`config.mk`:
```
export PLATFORM = sky130hd
export DESIGN_NAME = cpuIdSubsystem
export DESIGN_NICKNAME = d
export VERILOG_FILES = /design/src/common/cpuIdPkg.sv /design/src/verilog/timerUnit.sv /design/src/cpuid/entropySource.sv /design/src/cpuid/cpuIdUnit.sv /design/src/verilog/requestLane.sv /design/src/verilog/cpuIdArbiter.sv /design/src/verilog/cpuIdSubsystem.sv
export SDC_FILE = /design/constraint.sdc
export NUM_CORES = 1
export LEC_CHECK = 0
export ABC_AREA = 0
export BUFFER_PORTS_ARGS = -buffer_cell sky130_fd_sc_hd__buf_2
export CAP_MARGIN = 20
export CORE_MARGIN = 8
export CORE_UTILIZATION = 54
export CTS_BUF_LIST = sky130_fd_sc_hd__clkbuf_2 sky130_fd_sc_hd__clkbuf_4 sky130_fd_sc_hd__clkbuf_8
export CTS_CLUSTER_DIAMETER = 60
export DETAILED_ROUTE_END_ITERATION = 16
export PLACE_DENSITY = 0.9
export SYNTH_ARGS = -nofsm -noshare
export SYNTH_HDL_FRONTEND = slang
export SYNTH_SLANG_ARGS = --single-unit
export TNS_END_PERCENT = 5
```
`constraint.sdc`:
```
create_clock -name clock -period 5.4 [get_ports clock]
set_clock_uncertainty 0.15 [all_clocks]
set_input_delay 0 -clock clock [delete_from_list [all_inputs] [get_ports clock]]
set_output_delay 0 -clock clock [all_outputs]
set_load 0.02 [all_outputs]
```
`src/common/cpuIdPkg.sv`:
```
package cpuIdPkg;

	// basic widths
	localparam int WordWidth = 64;
	localparam int IndexWidth = 5;
	localparam int TimerWidth = 12;
	localparam int RngWidth = 32;
	localparam int FeatureWidth = 21;
	localparam int TickCountWidth = 4;

	typedef logic [WordWidth-1:0] word64_t;
	typedef logic [IndexWidth-1:0] cpuIdIndex_t;
	typedef logic [TimerWidth-1:0] timerVec_t;
	typedef logic [RngWidth-1:0] rngWord_t;
	typedef logic [0:0] laneId_t;

	// request held by a lane while it waits for the unit
	typedef struct packed {
		cpuIdIndex_t index;
	} cpuIdReq_t;

	// hi is reserved and reads as zero
	typedef struct packed {
		word64_t lo;
		word64_t hi;
	} cpuIdResult_t;

	// ASCII "BJX2F2  " with the first character in the low byte
	localparam word64_t IdString = 64'h2020_3246_3258_4A42;

	// feature bits placed at bits 24..4 of the feature word
	// bit 4 (word bit 8)   wide execute
	// bit 7 (word bit 11)  MMU
	// bit 11 (word bit 15) FPU
	// bit 14 (word bit 18) fused multiply-add
	// bit 15 (word bit 19) wide ALU
	localparam logic [FeatureWidth-1:0] FeatureMask = 21'h00_C890;

	// cycles between timer ticks
	// timers[0] is high for one cycle in each period
	// and the tick counter advances on that same cycle
	localparam int TickDivide = 8;
	localparam int PrescaleWidth = $clog2(TickDivide);

	// number of execute lanes sharing the unit
	localparam int NumLanes = 2;

	// nonzero LFSR seeds so the registers never start stuck
	localparam rngWord_t RngSeedA = 32'h1F2E_3D4C;
	localparam rngWord_t RngSeedB = 32'hA5C3_9617;

endpackage

```
`src/verilog/timerUnit.sv`:
```
`timescale 1ns/100ps

module timerUnit import cpuIdPkg::*; (
	input logic clock,
	input logic rstN,
	output timerVec_t timers
);

	logic [PrescaleWidth-1:0] prescale;
	logic [TickCountWidth-1:0] tickCount;
	logic tickPulse;

	// last cycle of each prescaler period
	assign tickPulse = (prescale == PrescaleWidth'(TickDivide - 1));

	always_ff @(posedge clock) begin
		if (!rstN) begin
			prescale <= '0;
		end else if (tickPulse) begin
			prescale <= '0;
		end else begin
			prescale <= prescale + 1'b1;
		end
	end

	// wraps every 16 ticks, only the low nibble is visible
	always_ff @(posedge clock) begin
		if (!rstN) begin
			tickCount <= '0;
		end else if (tickPulse) begin
			tickCount <= tickCount + 1'b1;
		end
	end

	// nibble on top, tick pulse in bit 0, middle bits unused
	assign timers = {
		tickCount,
		{(TimerWidth - TickCountWidth - 1){1'b0}},
		tickPulse
	};

endmodule

```
`src/cpuid/entropySource.sv`:
```
`timescale 1ns/100ps

module entropySource import cpuIdPkg::*; (
	input logic clock,
	input logic rstN,
	input logic noiseIn,
	output rngWord_t rngA,
	output rngWord_t rngB
);

	logic noiseSync1;
	logic noiseSync2;
	logic noiseEdge;
	logic feedA;
	logic feedB;
	logic feedALast;
	logic feedBLast;

	// each register is stirred by the other's previous feedback bit
	assign feedA = rngA[1] ^ rngA[3] ^ rngA[5] ^ rngA[7] ^ noiseEdge ^ feedBLast ^ 1'b1;
	assign feedB = rngB[1] ^ rngB[3] ^ rngB[5] ^ rngB[7] ^ noiseEdge ^ feedALast ^ 1'b1;

	// noise synchroniser, last stage is an edge detector
	always_ff @(posedge clock) begin
		if (!rstN) begin
			noiseSync1 <= 1'b0;
			noiseSync2 <= 1'b0;
			noiseEdge <= 1'b0;
		end else begin
			noiseSync1 <= noiseIn;
			noiseSync2 <= noiseSync1;
			noiseEdge <= noiseSync2 ^ noiseSync1;
		end
	end

	// shift right, new bit enters at the top
	always_ff @(posedge clock) begin
		if (!rstN) begin
			rngA <= RngSeedA;
			rngB <= RngSeedB;
			feedALast <= 1'b0;
			feedBLast <= 1'b0;
		end else begin
			rngA <= {feedA, rngA[RngWidth-1:1]};
			rngB <= {feedB, rngB[RngWidth-1:1]};
			feedALast <= feedA;
			feedBLast <= feedB;
		end
	end

endmodule

```
`src/cpuid/cpuIdUnit.sv`:
```
`timescale 1ns/100ps

module cpuIdUnit import cpuIdPkg::*; (
	input logic clock,
	input logic rstN,
	input logic selStrobe,
	input cpuIdReq_t selReq,
	input laneId_t selLane,
	input timerVec_t timers,
	input rngWord_t rngA,
	input rngWord_t rngB,
	output logic resultValid,
	output laneId_t resultLane,
	output cpuIdResult_t result
);

	word64_t featureWord;
	word64_t entropyWord;
	word64_t lookupLo;

	// feature mask above, timer nibble in the low four bits
	assign featureWord = word64_t'({FeatureMask, timers[TimerWidth-1 -: TickCountWidth]});

	// nibbles of A from the top down, interleaved with nibbles of B from the bottom up
	always_comb begin
		entropyWord = '0;
		for (int i = 0; i < 8; i++) begin
			entropyWord[63 - 8*i -: 8] = {rngA[31 - 4*i -: 4], rngB[4*i +: 4]};
		end
	end

	// leaf decode
	always_comb begin
		case (selReq.index)
			5'd0: begin
				lookupLo = IdString;
			end
			5'd1: begin
				lookupLo = featureWord;
			end
			5'd31: begin
				lookupLo = entropyWord;
			end
			default: begin
				// leaves 2..30 are reserved
				lookupLo = '0;
			end
		endcase
	end

	always_ff @(posedge clock) begin
		if (!rstN) begin
			resultValid <= 1'b0;
		end else begin
			resultValid <= selStrobe;
		end
	end

	// result and its lane tag, captured in the grant cycle
	always_ff @(posedge clock) begin
		if (selStrobe) begin
			resultLane <= selLane;
			result.lo <= lookupLo;
			result.hi <= '0;
		end
	end

endmodule

```
`src/verilog/requestLane.sv`:
```
`timescale 1ns/100ps

module requestLane import cpuIdPkg::*; #(
	parameter laneId_t LaneNumber = '0
) (
	input logic clock,
	input logic rstN,
	input logic reqStrobe,
	input cpuIdIndex_t reqIndex,
	input logic grant,
	input logic resultValid,
	input laneId_t resultLane,
	input cpuIdResult_t result,
	output logic pending,
	output cpuIdReq_t heldReq,
	output logic busy,
	output logic respValid,
	output cpuIdResult_t respData
);

	logic accept;

	// strobes arriving while busy are dropped
	assign accept = reqStrobe && !busy;

	// result addressed to this lane, passed straight through
	assign respValid = resultValid && (resultLane == LaneNumber);
	assign respData = result;

	always_ff @(posedge clock) begin
		if (accept) begin
			heldReq.index <= reqIndex;
		end
	end

	// pending until granted, busy until the response
	always_ff @(posedge clock) begin
		if (!rstN) begin
			pending <= 1'b0;
			busy <= 1'b0;
		end else begin
			if (accept) begin
				pending <= 1'b1;
				busy <= 1'b1;
			end else begin
				if (grant) begin
					pending <= 1'b0;
				end
				if (respValid) begin
					busy <= 1'b0;
				end
			end
		end
	end

endmodule

```
`src/verilog/cpuIdArbiter.sv`:
```
`timescale 1ns/100ps

module cpuIdArbiter import cpuIdPkg::*; (
	input logic clock,
	input logic rstN,
	input logic [NumLanes-1:0] pending,
	input cpuIdReq_t heldReq [NumLanes],
	output logic [NumLanes-1:0] grant,
	output logic selStrobe,
	output cpuIdReq_t selReq,
	output laneId_t selLane
);

	laneId_t lastWinner;
	logic contested;

	// search starts at the lane after the last contested winner
	always_comb begin
		laneId_t candidate;
		logic found;
		found = 1'b0;
		selLane = lastWinner;
		for (int offset = 1; offset <= NumLanes; offset++) begin
			candidate = laneId_t'((int'(lastWinner) + offset) % NumLanes);
			if (!found && pending[candidate]) begin
				selLane = candidate;
				found = 1'b1;
			end
		end
	end

	assign selStrobe = |pending;
	assign contested = ($countones(pending) > 1);
	assign selReq = heldReq[selLane];

	always_comb begin
		grant = '0;
		if (selStrobe) begin
			grant[selLane] = 1'b1;
		end
	end

	// pointer moves only when lanes compete, so contested winners alternate
	always_ff @(posedge clock) begin
		if (!rstN) begin
			lastWinner <= laneId_t'(NumLanes - 1);
		end else if (contested) begin
			lastWinner <= selLane;
		end
	end

endmodule

```
`src/verilog/cpuIdSubsystem.sv`:
```
`timescale 1ns/100ps

module cpuIdSubsystem import cpuIdPkg::*; (
	input logic clock,
	input logic rstN,
	input logic [NumLanes-1:0] reqStrobe,
	input cpuIdIndex_t reqIndex [NumLanes],
	output logic [NumLanes-1:0] busy,
	output logic [NumLanes-1:0] respValid,
	output cpuIdResult_t respData [NumLanes]
);

	timerVec_t timers;
	rngWord_t rngA;
	rngWord_t rngB;
	logic [NumLanes-1:0] lanePending;
	logic [NumLanes-1:0] laneGrant;
	cpuIdReq_t laneReq [NumLanes];
	logic selStrobe;
	cpuIdReq_t selReq;
	laneId_t selLane;
	logic resultValid;
	laneId_t resultLane;
	cpuIdResult_t result;

	timerUnit timer (
		.clock(clock),
		.rstN(rstN),
		.timers(timers)
	);

	// tick pulse doubles as the noise input
	entropySource entropy (
		.clock(clock),
		.rstN(rstN),
		.noiseIn(timers[0]),
		.rngA(rngA),
		.rngB(rngB)
	);

	for (genvar i = 0; i < NumLanes; i++) begin : gLane
		requestLane #(
			.LaneNumber(laneId_t'(i))
		) lane (
			.clock(clock),
			.rstN(rstN),
			.reqStrobe(reqStrobe[i]),
			.reqIndex(reqIndex[i]),
			.grant(laneGrant[i]),
			.resultValid(resultValid),
			.resultLane(resultLane),
			.result(result),
			.pending(lanePending[i]),
			.heldReq(laneReq[i]),
			.busy(busy[i]),
			.respValid(respValid[i]),
			.respData(respData[i])
		);
	end

	cpuIdArbiter arbiter (
		.clock(clock),
		.rstN(rstN),
		.pending(lanePending),
		.heldReq(laneReq),
		.grant(laneGrant),
		.selStrobe(selStrobe),
		.selReq(selReq),
		.selLane(selLane)
	);

	cpuIdUnit unit (
		.clock(clock),
		.rstN(rstN),
		.selStrobe(selStrobe),
		.selReq(selReq),
		.selLane(selLane),
		.timers(timers),
		.rngA(rngA),
		.rngB(rngB),
		.resultValid(resultValid),
		.resultLane(resultLane),
		.result(result)
	);

endmodule

```
### After elaboration in Yosys (flattened, before gate mapping)

Index checks and enable logic that the tools add are counted.

| word-level totals | value |
|---|---|
| flip-flop bits (word level) | 157 |
| output and inout port bits | 260 |
| logic and storage cells | 87 |

| cells by class | value |
|---|---|
| $add $sub $neg | 5 |
| $lt $le $gt $ge | 6 |
| eq/ne operators | 3 |
| mux-type cells | 22 |
| bitwise operators | 16 |
| reductions and logical operators | 16 |

Operators by type and width:

| kind | count |
|---|---|
| case mux 64 bit (3 select lines) | 1 |
| > comparator 32 x 2 -> 1 bit (second input constant) | 1 |
| 2-to-1 mux 1 bit | 16 |
| 2-to-1 mux 5 bit | 3 |
| bitwise XOR 1 bit | 11 |
| nonzero test 2 bit | 4 |
| logical AND 1 bit | 6 |
| < comparator 1 x 2 -> 1 bit (second input constant) | 3 |
| == test 5 x 1 -> 1 bit (second input constant) | 1 |
| == test 5 bit (second input constant) | 1 |
| zero test 5 bit | 1 |
| adder 4 x 1 -> 4 bit (second input constant) | 1 |
| NOT 1 bit | 4 |
| OR reduction 2 bit | 2 |
| adder 3 x 1 -> 3 bit (second input constant) | 1 |
| == test 3 bit (second input constant) | 1 |
| zero test 1 bit | 3 |
| adder 1 bit (second input constant) | 2 |
| adder 1 x 1 -> 2 bit | 1 |
| greater-or-equal comparator 2 bit (second input constant) | 1 |
| 2-to-1 mux 2 bit | 1 |
| NOT 1 -> 2 bit | 1 |
| demux 1 bit (select 1 bit) | 1 |
| greater-or-equal comparator 1 bit (second input constant) | 1 |

### Longest topological paths before layout

Gate-level depths: netlist of the first run.

| depth | value |
|---|---|
| word-level depth | 14 |
| gate-level depth with buffers | 6 |

### By module

A second synthesis of the first run with hierarchy kept.

| unflattened totals | value |
|---|---|
| cell total of the unflattened synthesis | 700 |
| area total of the unflattened synthesis | 7,866.3 µm² |

Modules (own cells, without submodules):

| module | instances | cells each | area an instance (µm²) | seq. area each (µm²) |
|---|---|---|---|---|
| cpuIdUnit | 1 | 212 | 3,034.2 | 1,971.9 |
| requestLane | 2 | 141 | 1,189.9 | 190.2 |
| entropySource | 1 | 154 | 1,931.9 | 1,361.3 |
| timerUnit | 1 | 36 | 374.1 | 140.1 |
| cpuIdArbiter | 1 | 16 | 146.4 | 20.0 |

### Worst setup path after synthesis of the first run

No wires, ideal clock.

| timing path | value |
|---|---|
| path kind | reg-to-reg |
| start | register gLane[1].lane.heldReq[4] (netlist name) |
| end | register unit.result[102] (netlist name) |
| library setup time | 128 ps |
| arrival time | 1,674 ps |
| path slack | 3,448 ps |
| stages on the path, launching flop included | 6 |
| buffers on the path | 1 |
| clock period less this slack | 1,952 ps |
| cells stage by stage | edfxtp_1 > or4_1 > or3_4 > o22ai_4 > buf_6 > a21o_2 |

| between the ends | value |
|---|---|
| word-level cells in the longest chain between the ends | 5 |

Ends and longest elaborated chain:

| element | line | RTL |
|---|---|---|
| 2-to-1 mux 5 bit (not written as such) * (3 in a row) | cpuIdArbiter.sv:34 | `assign selReq = heldReq[selLane];` |
| == test 5 bit, or another cell as far along | cpuIdUnit.sv:34 | `case (selReq.index)` |
| case mux 64 bit (3 select lines) * | cpuIdUnit.sv:34 |  |
| via unit.lookupLo[38] | cpuIdUnit.sv:19 | `word64_t lookupLo;` |

Mark *: on every way through the listed nets, which the timed path passes. The rest lies on a longest branch. The select of a mux whose other input is x is not followed.
A chain may end at the register's enable or synchronous reset.

### Worst setup path in the final report of the first run

| timing path | value |
|---|---|
| start | register arbiter.lastWinner |
| end | register unit.result[67] (netlist name) |

| between the ends | value |
|---|---|
| word-level cells in the longest chain between the ends | 13 |

Ends and longest elaborated chain:

| element | line | RTL |
|---|---|---|
| from (decl) | cpuIdArbiter.sv:14 | `laneId_t lastWinner;` |
| from (signal assigned) | cpuIdArbiter.sv:46 | `lastWinner <= laneId_t'(NumLanes - 1);` |
| from (signal assigned) | cpuIdArbiter.sv:48 | `lastWinner <= selLane;` |
| adder 1 bit | cpuIdArbiter.sv:24 | `candidate = laneId_t'((int'(lastWinner) + offset) % NumLanes);` |
| 2-to-1 mux 1 bit (not written as such) (2 in a row) | cpuIdArbiter.sv:25 | `if (!found && pending[candidate]) begin` |
| 2-to-1 mux 1 bit | cpuIdArbiter.sv:25 |  |
| zero test 1 bit | cpuIdArbiter.sv:25 |  |
| logical AND 1 bit | cpuIdArbiter.sv:25 |  |
| 2-to-1 mux 1 bit * | cpuIdArbiter.sv:25 |  |
| via arbiter.selLane | cpuIdArbiter.sv:11 | `output laneId_t selLane` |
| NOT 1 -> 2 bit (not written as such) * | cpuIdArbiter.sv:34 |  |
| 2-to-1 mux 5 bit (not written as such) * (3 in a row) | cpuIdArbiter.sv:34 |  |
| == test 5 bit, or another cell as far along | cpuIdUnit.sv:34 |  |
| case mux 64 bit (3 select lines) * | cpuIdUnit.sv:34 |  |
| via unit.lookupLo[3] | cpuIdUnit.sv:19 |  |

Marks and branches as above.

==> results of run 1 <==
## final cells by class
type,count,area share
Timing Repair Buffer,160,0.121
Inverter,3,0.00156
Multi-Input combinational cell,321,0.251
Clock inverter,14,0.0252
Tap cell,172,0.0299
Sequential cell,156,0.538
Clock buffer,17,0.0325
## kinds of logic after synthesis
group,Yosys count
compound gates,32
xor+xnor,14
fa+ha+maj,3
buf+inv,215
flops,156
mux,2
other cells,1
simple gates,142
## cells in the mapped netlist, drive strengths merged (3+ instances only)
cell type,number,area [sq um]
xnor2,10,87.6
and2,74,464
edfxtp,75,2250
nand2b,32,200
dfxtp,81,1620
nor2,13,48.8
xor2,4,35.0
nand2,5,18.8
a21o,21,178
nor2b,3,18.8
inv,3,11.3
a22o,3,26.3
clkbuf,14,52.6
ha,3,37.5
buf,198,1490
## power by group through the flow
stage / clock network, mW / logic (mW) / registers (mW)
floorplan: 0 / 0.315 / 1.42
global placement: 0 / 0.329 / 1.39
detailed placement: 0 / 0.334 / 1.39
CTS: 0.924 / 0.342 / 1.36
global route: 0.976 / 0.366 / 1.37
finish: 0.906 / 0.341 / 1.36
## worst max path at each step
stage,from,end,cells after the start
finish,arbiter.lastWinner,unit.result[67],5
global placement,gLane[1].lane.heldReq[4],unit.result[105],4
CTS,arbiter.lastWinner,unit.result[67],5
detailed placement,arbiter.lastWinner,unit.result[66],5
floorplan,gLane[1].lane.heldReq[4],unit.result[102],5
global route,arbiter.lastWinner,unit.result[66],5
## stage by stage
stage               worst slack (ps)  power [mW]   util
floorplan                       3450        1.73      -
global placement                3290        1.72  0.536
detailed placement              3240        1.72  0.536
CTS                             3230        2.63  0.580
global route                    3080        2.71  0.580
finish                          3210        2.61  0.580
## registers in the layout (all words and copies together), names as in the netlist
| register | count |
|---|---|
| unit.resultLane | 1 |
| entropy.noiseSync1 | 1 |
| entropy.noiseEdge | 1 |
| timer.prescale | 3 |
| entropy.noiseSync2 | 1 |
| unit.resultValid | 1 |
| gLane.lane.pending | 2 |
| unit.result | 64 |
| gLane.lane.heldReq | 10 |
| arbiter.lastWinner | 1 |
| entropy.rngB | 32 |
| timer.tickCount | 4 |
| gLane.lane.busy | 2 |
| entropy.feedBLast | 1 |
| entropy.rngA | 32 |
## layer usage
layer  share of wire  global-route usage  vias to the layer above
li1                -                   -                     1698
met1            0.36               0.144                     1681
met2            0.55               0.273                      142
met3           0.086              0.0557                        7
met4          0.0059              0.0399                        0
met5               0                   0                        -
## layout by cell type, fill, tap and decap left out, drive strengths merged, types with 3 or more instances in the layout
master / n
buf: 147
dlygate4sd3: 13
clkbuf: 17
inv: 10
dfxtp: 81
conb: 128
edfxtp: 75
nor2b: 3
nand2: 5
a22o: 3
nand2b: 32
a21o: 21
xnor2: 10
and2: 74
nor2: 13
bufinv: 3
ha: 3
xor2: 4
## timing repair
item                       in CTS  in global routing
resized for setup               0                  0
setup endpoints to repair       0                  0
hold endpoints to repair       43                  0
hold buffers                   13                  0
==> out/results.ini, run 1 <==
[worst_setup_path]
r2r_slack_ps=3210
path_buf_inv=1
r2r.worst_path.cells=5
worstPathRequired_ps=5550
cp_slowest_stage_delay_ps=490
path_cells=and2_2 -> nor2_1 -> mux2i_4 -> buf_4 -> a22o_1
cp-start-kind=register
path_delay_family=simple AND/OR/NAND/NOR gates
cpMaxStageDelayCell=buf_4
worstReg2RegEnd=unit.result[67]
worstSetupPathType=reg -> reg
endpoint_kind=register
crit_fanout=64
rr_startpoint=arbiter.lastWinner
worstPathArrival_ps=2340

[sta]
hold_viol=0
period_needed_ps=2190
worstMarginPinSlew_ps=930
rsz0062_at_grt=no
setup_viol=0
finalSetupTns_ps=0
drv_slew=0
whs_ps=127
finalCritPeriodShare=0.405
fmax_mhz=457
relSlewSlack=0.380

[routing]
vias_per_cell=4.19
ant_nets=0
routed_wl_mm=12.6
first_iter_violations=196
drc=0
wl_per_cell_um=14.9
vias=3528
firstDrtPassIters=4

[cts]
clk_path_buf_depth=2
clock_latency_ps=420
numCtsBuffers=17
cts_root_buf=clkbuf_8
clk_pin_slew_worst_paths_ps=90
cts_tree=yes
clock_sinks=156
post_cts_buffers=0
cts_max_level=4

[power]
clockPowerShare=0.348
comb_power_share=0.131
p_switching_uw=727
switching_share=0.279
peakVddDrop_v=0.000214
p_leak_nw=3.37
p_seq_frac=0.522
internal_power_mw=1.88
cellPowerDensity_mw_per_mm2=362

[placed_design]
port_buffers=145
place.gp.congestion=0.765
hpwl_mm=8.99
dpl.cell_count=799
placed_area_sq_mm=0.00665

[synthesis]
synth_edf_count=75
netlist_instances=565
yosys_warnings=0
synth_simple_gate_area_frac=0.127
synthXorXnorAreaFrac=0.0182
synth-seq-area-share=0.574
async_flop_share=0
synth_compound_area_frac=0.0416
synth_top_family_by_area=buffers and inverters
synthFlopType=dfxtp_1
ys_seq_elements=156
avgSynthCellArea_sq_um=11.9
muxShareOfSynthArea=0.00352
ys_types=41
syn_area_sq_mm=0.00675
synth_fa_ha_area_frac=0.00556

[die]
die_w_um=128
ios=274
core_region_area_sq_mm=0.0124
std_cell_rows=41
initial_core_util=0.543
die_area_sq_mm=0.0163
die_y_um=128

[min_path]
holdCritStartpoint=reqIndex[2]
whs_endpoint=gLane[1].lane.heldReq[2]
hold_class=in -> reg
hold_path_depth=2

[flow_run]
maxCapViolations=0

[global_route]
grt_first_pass_wirelength_mm=18.2
grt_pass1_vias=3472
grt_usage=0.145
grt_max_degree=70
overflow=0
antenna_found_initial=0

[finish]
final_nets=676
multiInputGateArea_sq_mm=0.00181
fin_area_sq_mm=0.00720
regArea_sq_mm=0.00387
area_growth_pct=6.68
drive_above_1_share=0.300
layoutNonFillerInstCount=843
antenna-diode-count=0
nFillCells=1014

[run_status]
status=finished, final reports clean

(Power assumes the default switching activity.)
==> run 2, diff against run 1 <==
--- a/config.mk
+++ b/config.mk
@@ -5,15 +5,15 @@
 export SDC_FILE = /design/constraint.sdc
 export NUM_CORES = 1
 export LEC_CHECK = 0
-export ABC_AREA = 0
+export ABC_AREA = 1
 export BUFFER_PORTS_ARGS = -buffer_cell sky130_fd_sc_hd__buf_2
 export CAP_MARGIN = 20
 export CORE_MARGIN = 8
-export CORE_UTILIZATION = 54
+export CORE_UTILIZATION = 46
 export CTS_BUF_LIST = sky130_fd_sc_hd__clkbuf_2 sky130_fd_sc_hd__clkbuf_4 sky130_fd_sc_hd__clkbuf_8
 export CTS_CLUSTER_DIAMETER = 60
 export DETAILED_ROUTE_END_ITERATION = 16
-export PLACE_DENSITY = 0.9
+export PLACE_DENSITY = 0.81
 export SYNTH_ARGS = -nofsm -noshare
 export SYNTH_HDL_FRONTEND = slang
 export SYNTH_SLANG_ARGS = --single-unit
==> constraint.sdc (replaced) <==
create_clock -name clock -period 1.9 [get_ports clock]
set_clock_uncertainty 0.15 [all_clocks]
set_input_delay 0 -clock clock [delete_from_list [all_inputs] [get_ports clock]]
set_output_delay 0 -clock clock [all_outputs]
set_load 0.02 [all_outputs]
==> out/results.ini, run 2 <==
[routing]
first_iter_violations=274  ; +40%
wl_per_cell_um=13.9  ; -6.6%
drc=0  ; unchanged
ant_nets=0  ; unchanged
routed_wl_mm=14.2  ; +13%
vias=4159  ; +18%
firstDrtPassIters=4  ; unchanged
vias_per_cell=4.08  ; -2.5%

[die]
die_y_um=139  ; +8.9%
core_region_area_sq_mm=0.0150  ; +21%
die_w_um=139  ; +8.9%
die_area_sq_mm=0.0194  ; +19%
initial_core_util=0.464  ; -0.0796
ios=274  ; unchanged
std_cell_rows=45  ; +9.8%

[worst_setup_path]
crit_fanout=23  ; -64%
worstSetupPathType=reg -> reg
endpoint_kind=register
r2r.worst_path.cells=8  ; +3
cp-start-kind=register
worstPathArrival_ps=1850  ; -490 ps
worstPathRequired_ps=1930  ; -3620 ps

[cts]
numCtsBuffers=17  ; unchanged
cts_max_level=4  ; unchanged
clock_sinks=156  ; unchanged
clk_pin_slew_worst_paths_ps=80  ; about the same
clock_latency_ps=430  ; about the same
cts_tree=yes
clk_path_buf_depth=2  ; unchanged
cts_root_buf=clkbuf_8

[sta]
hold_viol=0  ; unchanged
rsz0062_at_grt=yes
worstMarginPinSlew_ps=691  ; -240 ps
whs_ps=127  ; +0.276 ps
drv_slew=0  ; unchanged
finalSetupTns_ps=0  ; unchanged
fmax_mhz=550  ; +20%
period_needed_ps=1820  ; -370 ps
relSlewSlack=0.539  ; +0.159
finalCritPeriodShare=0.956  ; +0.551
setup_viol=0  ; unchanged

[global_route]
grt_pass1_vias=4279  ; +23%
grt_first_pass_wirelength_mm=22.1  ; +22%
grt_usage=0.145  ; +0.000341
grt_max_degree=66  ; -5.7%
antenna_found_initial=0  ; unchanged
overflow=0  ; unchanged

[finish]
top_regs=unit.result: 64 flops, entropy.rngA: 32 flops, entropy.rngB: 32 flops
final_common_cell=buf_2
area_growth_pct=8.83
nFillCells=1352  ; +33%
drive_above_1_share=0.282  ; -0.0180
regArea_sq_mm=0.00388  ; about the same
multiInputGateArea_sq_mm=0.00172  ; -5.2%
final_nets=835  ; +24%
antenna-diode-count=0  ; unchanged
layoutNonFillerInstCount=1019  ; +21%
layout_common_cells=buf_2, conb_1, nand2_1
fin_area_sq_mm=0.00759  ; +5.4%
top_register=unit.result
largest_register_ffs=64  ; unchanged

[placed_design]
dpl.cell_count=971  ; +22%
place.gp.congestion=0.850  ; +11%
placed_area_sq_mm=0.00698  ; +4.9%
port_buffers=145  ; unchanged
hpwl_mm=10.4  ; +16%

[power]
peakVddDrop_v=0.000536  ; +150%
p_leak_nw=3.98  ; +18%
cellPowerDensity_mw_per_mm2=993  ; +170%

[synthesis]
ys_seq_elements=156  ; unchanged
synth_edf_count=75  ; unchanged
synthTopCellsByCount=buf_4, nand2_1, inv_1, dfxtp_1, edfxtp_1
synth-seq-area-share=0.556  ; -0.0187
syn_area_sq_mm=0.00697  ; +3.4%
synth.most_common_cell=buf_4
ys_types=27  ; -34%
async_flop_share=0  ; unchanged
yosysTopAreaCellShare=0.323  ; -0.0108
yosys_warnings=0  ; unchanged
avgSynthCellArea_sq_um=9.76  ; -18%
synthFlopType=dfxtp_1
netlist_instances=714  ; +26%
synthTopCellsByArea=edfxtp_1, dfxtp_1, buf_4, nand2_1, inv_1
synth_top_area_cell=edfxtp_1

[min_path]
hold_path_depth=2  ; unchanged
hold_class=in -> reg

[run_status]
status=finished, final reports clean

[flow_run]
maxCapViolations=0  ; unchanged

run 2: cell count changes after synthesis, sizes merged, moves of 4 or more:
cell    change
buf         +7
xnor2       -5
or2        +13
nand3      +35
nor2       +44
nand2b     -32
o21ai       +4
clkbuf      -6
and2       -74
a21o       -21
a21oi       +6
inv        +93
nand2     +109
run 2: worst max-delay path: stages, from the launching register on:
cell	delay, ps
dfxtp_2	360
nand2_2	100
o21ai_4	100
buf_4	160
o21ai_4	250
nor2_4	90
nand2_4	120
buf_12	180
nor2_1	60
run 2: final cells by class:
type,instances,area share
timing repair buffer,170,0.131
multi-input combinational,377,0.226
tap,188,0.0310
clock buffer,25,0.0412
clock inverter,7,0.0115
sequential,156,0.511
inverter,96,0.0480
run 2: worst paths after layout:
path	start	end	slack, ps
max reg2reg	arbiter.lastWinner	unit.result[104]	80
min	reqIndex[8]	gLane[0].lane.heldReq[3]	130
min reg2reg	timer.prescale[0]	timer.prescale[0]	270
max	arbiter.lastWinner	unit.result[104]	80
run 2: what timing repair did:
item                                    4_1_cts  5_1_grt
resized for setup                             2       11
hold buffers                                 13        0
pin swaps                                     0        1
cloned                                        0        1
endpoints found under the setup margin       35       62
buffers inserted                              0        2
endpoints found under the hold margin        64        0
run 2: metrics by stage:
stage	utilization	setup WS, ps	power, mW
floorplan	-	-40.8	5.08
global placement	0.464	29.6	5.08
detailed placement	0.464	-90.5	5.10
CTS	0.500	24.8	7.58
global route	0.505	-17.2	7.87
finish	0.505	82.7	7.53
run 2: layer usage:
metal / GRT usage / share of wire / vias up
met5: 0 / 0 / -
met4: 0.0376 / 0.012 / 0
met3: 0.0761 / 0.11 / 14
met2: 0.266 / 0.52 / 194
met1: 0.140 / 0.36 / 1887
li1: - / - / 2064
run 2: logic make-up after synthesis:
group | after synthesis | synth area share
buf+inv | 309 | 0.275
simple gates | 224 | 0.141
flops | 156 | 0.556
compound gates | 12 | 0.0106
xor+xnor | 9 | 0.0113
fa+ha+maj | 3 | 0.00538
other cells | 1 | 0.000538
run 2: power by group:
group / switching [mW] / internal, mW / leakage (nW)
clock network: 1.12 / 1.34 / 0.209
registers: 0.117 / 3.77 / 1.41
logic: 0.894 / 0.300 / 2.36
total: 2.13 / 5.41 / 3.98
==> run 3, diff against run 2 <==
--- a/config.mk
+++ b/config.mk
@@ -13,7 +13,9 @@
 export CTS_BUF_LIST = sky130_fd_sc_hd__clkbuf_2 sky130_fd_sc_hd__clkbuf_4 sky130_fd_sc_hd__clkbuf_8
 export CTS_CLUSTER_DIAMETER = 60
 export DETAILED_ROUTE_END_ITERATION = 16
+export GPL_TIMING_DRIVEN = 0
 export PLACE_DENSITY = 0.81
+export REMOVE_ABC_BUFFERS = 1
 export SYNTH_ARGS = -nofsm -noshare
 export SYNTH_HDL_FRONTEND = slang
 export SYNTH_SLANG_ARGS = --single-unit
==> out/results.ini, run 3 (same netlist as run 2, synthesis figures left out) <==
[run_status]
status=complete, but fails checks
failed_checks=hold timing

[finish]
area_growth_pct=10.7
layout_common_cells=buf_2, conb_1, nand2_1
largest_register_ffs=64  ; unchanged
top_register=unit.result
top_regs=unit.result: 64 flops, entropy.rngA: 32 flops, entropy.rngB: 32 flops
drive_above_1_share=0.286  ; +0.00447
final_common_cell=buf_2
antenna-diode-count=0  ; unchanged
nFillCells=1342  ; -0.74%
final_nets=836  ; +0.12%
fin_util=0.514  ; +0.00882

[sta]
relSlewSlack=0.497  ; -0.0425
drv_slew=0  ; unchanged
fmax_mhz=548  ; -0.39%
hold_viol=2  ; +2
finalCritPeriodShare=0.960  ; +0.00371
period_needed_ps=1820  ; +7.06 ps
setup_viol=0  ; unchanged
layout_setup_ws_ps=75.6  ; -7.06 ps
worstMarginPinSlew_ps=754  ; +63.7 ps
whs_ps=-10.3  ; -137 ps

[worst_setup_path]
worstSetupPathType=reg -> reg
worstPathArrival_ps=1870  ; +20 ps
crit_fanout=9  ; -61%
critPathLaunch=arbiter.lastWinner
rr_startpoint=arbiter.lastWinner
endpoint_kind=register
r2r_slack_ps=80  ; about the same
worstPathRequired_ps=1950  ; +20 ps
cp-start-kind=register
worstReg2RegEnd=unit.result[94]
r2r.worst_path.cells=8  ; unchanged

[cts]
clk_path_buf_depth=2  ; unchanged
clk_pin_slew_worst_paths_ps=80  ; about the same
cts_max_level=4  ; unchanged
cts_root_buf=clkbuf_8
clock_sinks=156  ; unchanged
numCtsBuffers=17  ; unchanged
cts_tree=yes
clock_latency_ps=460  ; +30 ps

[global_route]
antenna_found_initial=0  ; unchanged
grt_first_pass_wirelength_mm=22.5  ; +1.7%
use_met1=0.156  ; +0.0165
overflow=0  ; unchanged
grt_pass1_vias=4290  ; +0.26%
met2_usage=0.267  ; +0.000777
met3_usage=0.0558  ; -0.0203
grt_max_degree=58  ; -12%
busiest_layer=met2
grt_usage=0.148  ; +0.00299

[placed_design]
port_buffers=145  ; unchanged
hpwl_mm=9.16  ; -12%
place_worst_setup_slack_ps=-1040  ; -954 ps
place.gp.congestion=0.751  ; -12%

[min_path]
whs_endpoint=entropy.rngB[15]
holdCritStartpoint=rstN
hold_class=in -> reg
hold_path_depth=2  ; unchanged

[die]
std_cell_rows=45  ; unchanged
ios=274  ; unchanged
core_region_area_sq_mm=0.0150  ; unchanged
die_y_um=139  ; unchanged
die_area_sq_mm=0.0194  ; unchanged
die_w_um=139  ; unchanged
initial_core_util=0.464  ; unchanged

[routing]
drc=0  ; unchanged
wl_per_cell_um=14.3  ; +2.4%
vias=4196  ; +0.89%
routed_wl_mm=14.6  ; +2.5%
first_iter_violations=188  ; -31%
ant_nets=0  ; unchanged
vias_per_cell=4.11  ; +0.79%
firstDrtPassIters=5  ; +1

[power]
cellPowerDensity_mw_per_mm2=1030  ; +3.7%
finalPower_mw=7.95  ; +5.5%
peakVddDrop_v=0.000455  ; -15%
p_leak_nw=4.00  ; +0.46%

[flow_run]
maxCapViolations=0  ; unchanged

==> run 3: final cells by class <==
cell class                      instances  area [sq um]  share of cell area
Clock buffer                           21           264              0.0342
Clock inverter                         11           191              0.0248
Inverter                               96           363              0.0470
Timing Repair Buffer                  166           970               0.126
Tap cell                              188           235              0.0305
Multi-Input combinational cell        382          1810               0.235
Sequential cell                       156          3880               0.503
==> run 3: metrics by stage <==
step           area, sq um  instances  setup TNS (ps)
2_1_floorplan         5890        628          -36850
3_3_place_gp          6850        961         -111710
3_5_place_dp          6870        962          -50350
4_1_cts               7640       1016           -2.14
5_1_grt               7720       1020           -73.0
6_report              7720       1020               0
==> run 3: metal layers <==
layer	wire, um	vias up
met1	5870	1933
met2	7440	167
li1	-	2081
met5	0	-
met3	1070	15
met4	174	0
==> run 3: what timing repair did <==
item / 4_1_cts / 5_1_grt
buffers inserted: 5 / 3
hold endpoints to repair: 24 / 0
endpoints found under the setup margin: 64 / 78
cloned: 5 / 1
hold buffers: 12 / 0
pin swaps: 6 / 6
resized for setup: 18 / 11
==> run 3: where the power goes <==
| group | internal [mW] | switching, mW |
|---|---|---|
| Combinational | 0.320 | 0.937 |
| Clock | 1.62 | 1.20 |
| Sequential | 3.76 | 0.109 |
==> run 3: worst max path at each step <==
stage,depth (start not counted),slack [ps],endpoint
after global routing,9,-20,unit.result[110]
after detailed placement,7,-1040,unit.result[68]
after global placement,2,-1000,unit.result[104]
final,8,80,unit.result[94]
after CTS,8,-2,unit.result[72]
after floorplan,2,-410,unit.resultLane
==> run 3: worst max-delay path, stage by stage (launching register included) <==
cell     delay (ps)
dfxtp_4         420
nand2_4         100
o21ai_4         110
nand2_1         140
o21ai_4         140
nor2_4          100
buf_12          150
nand2_4         190
nor2_1           60
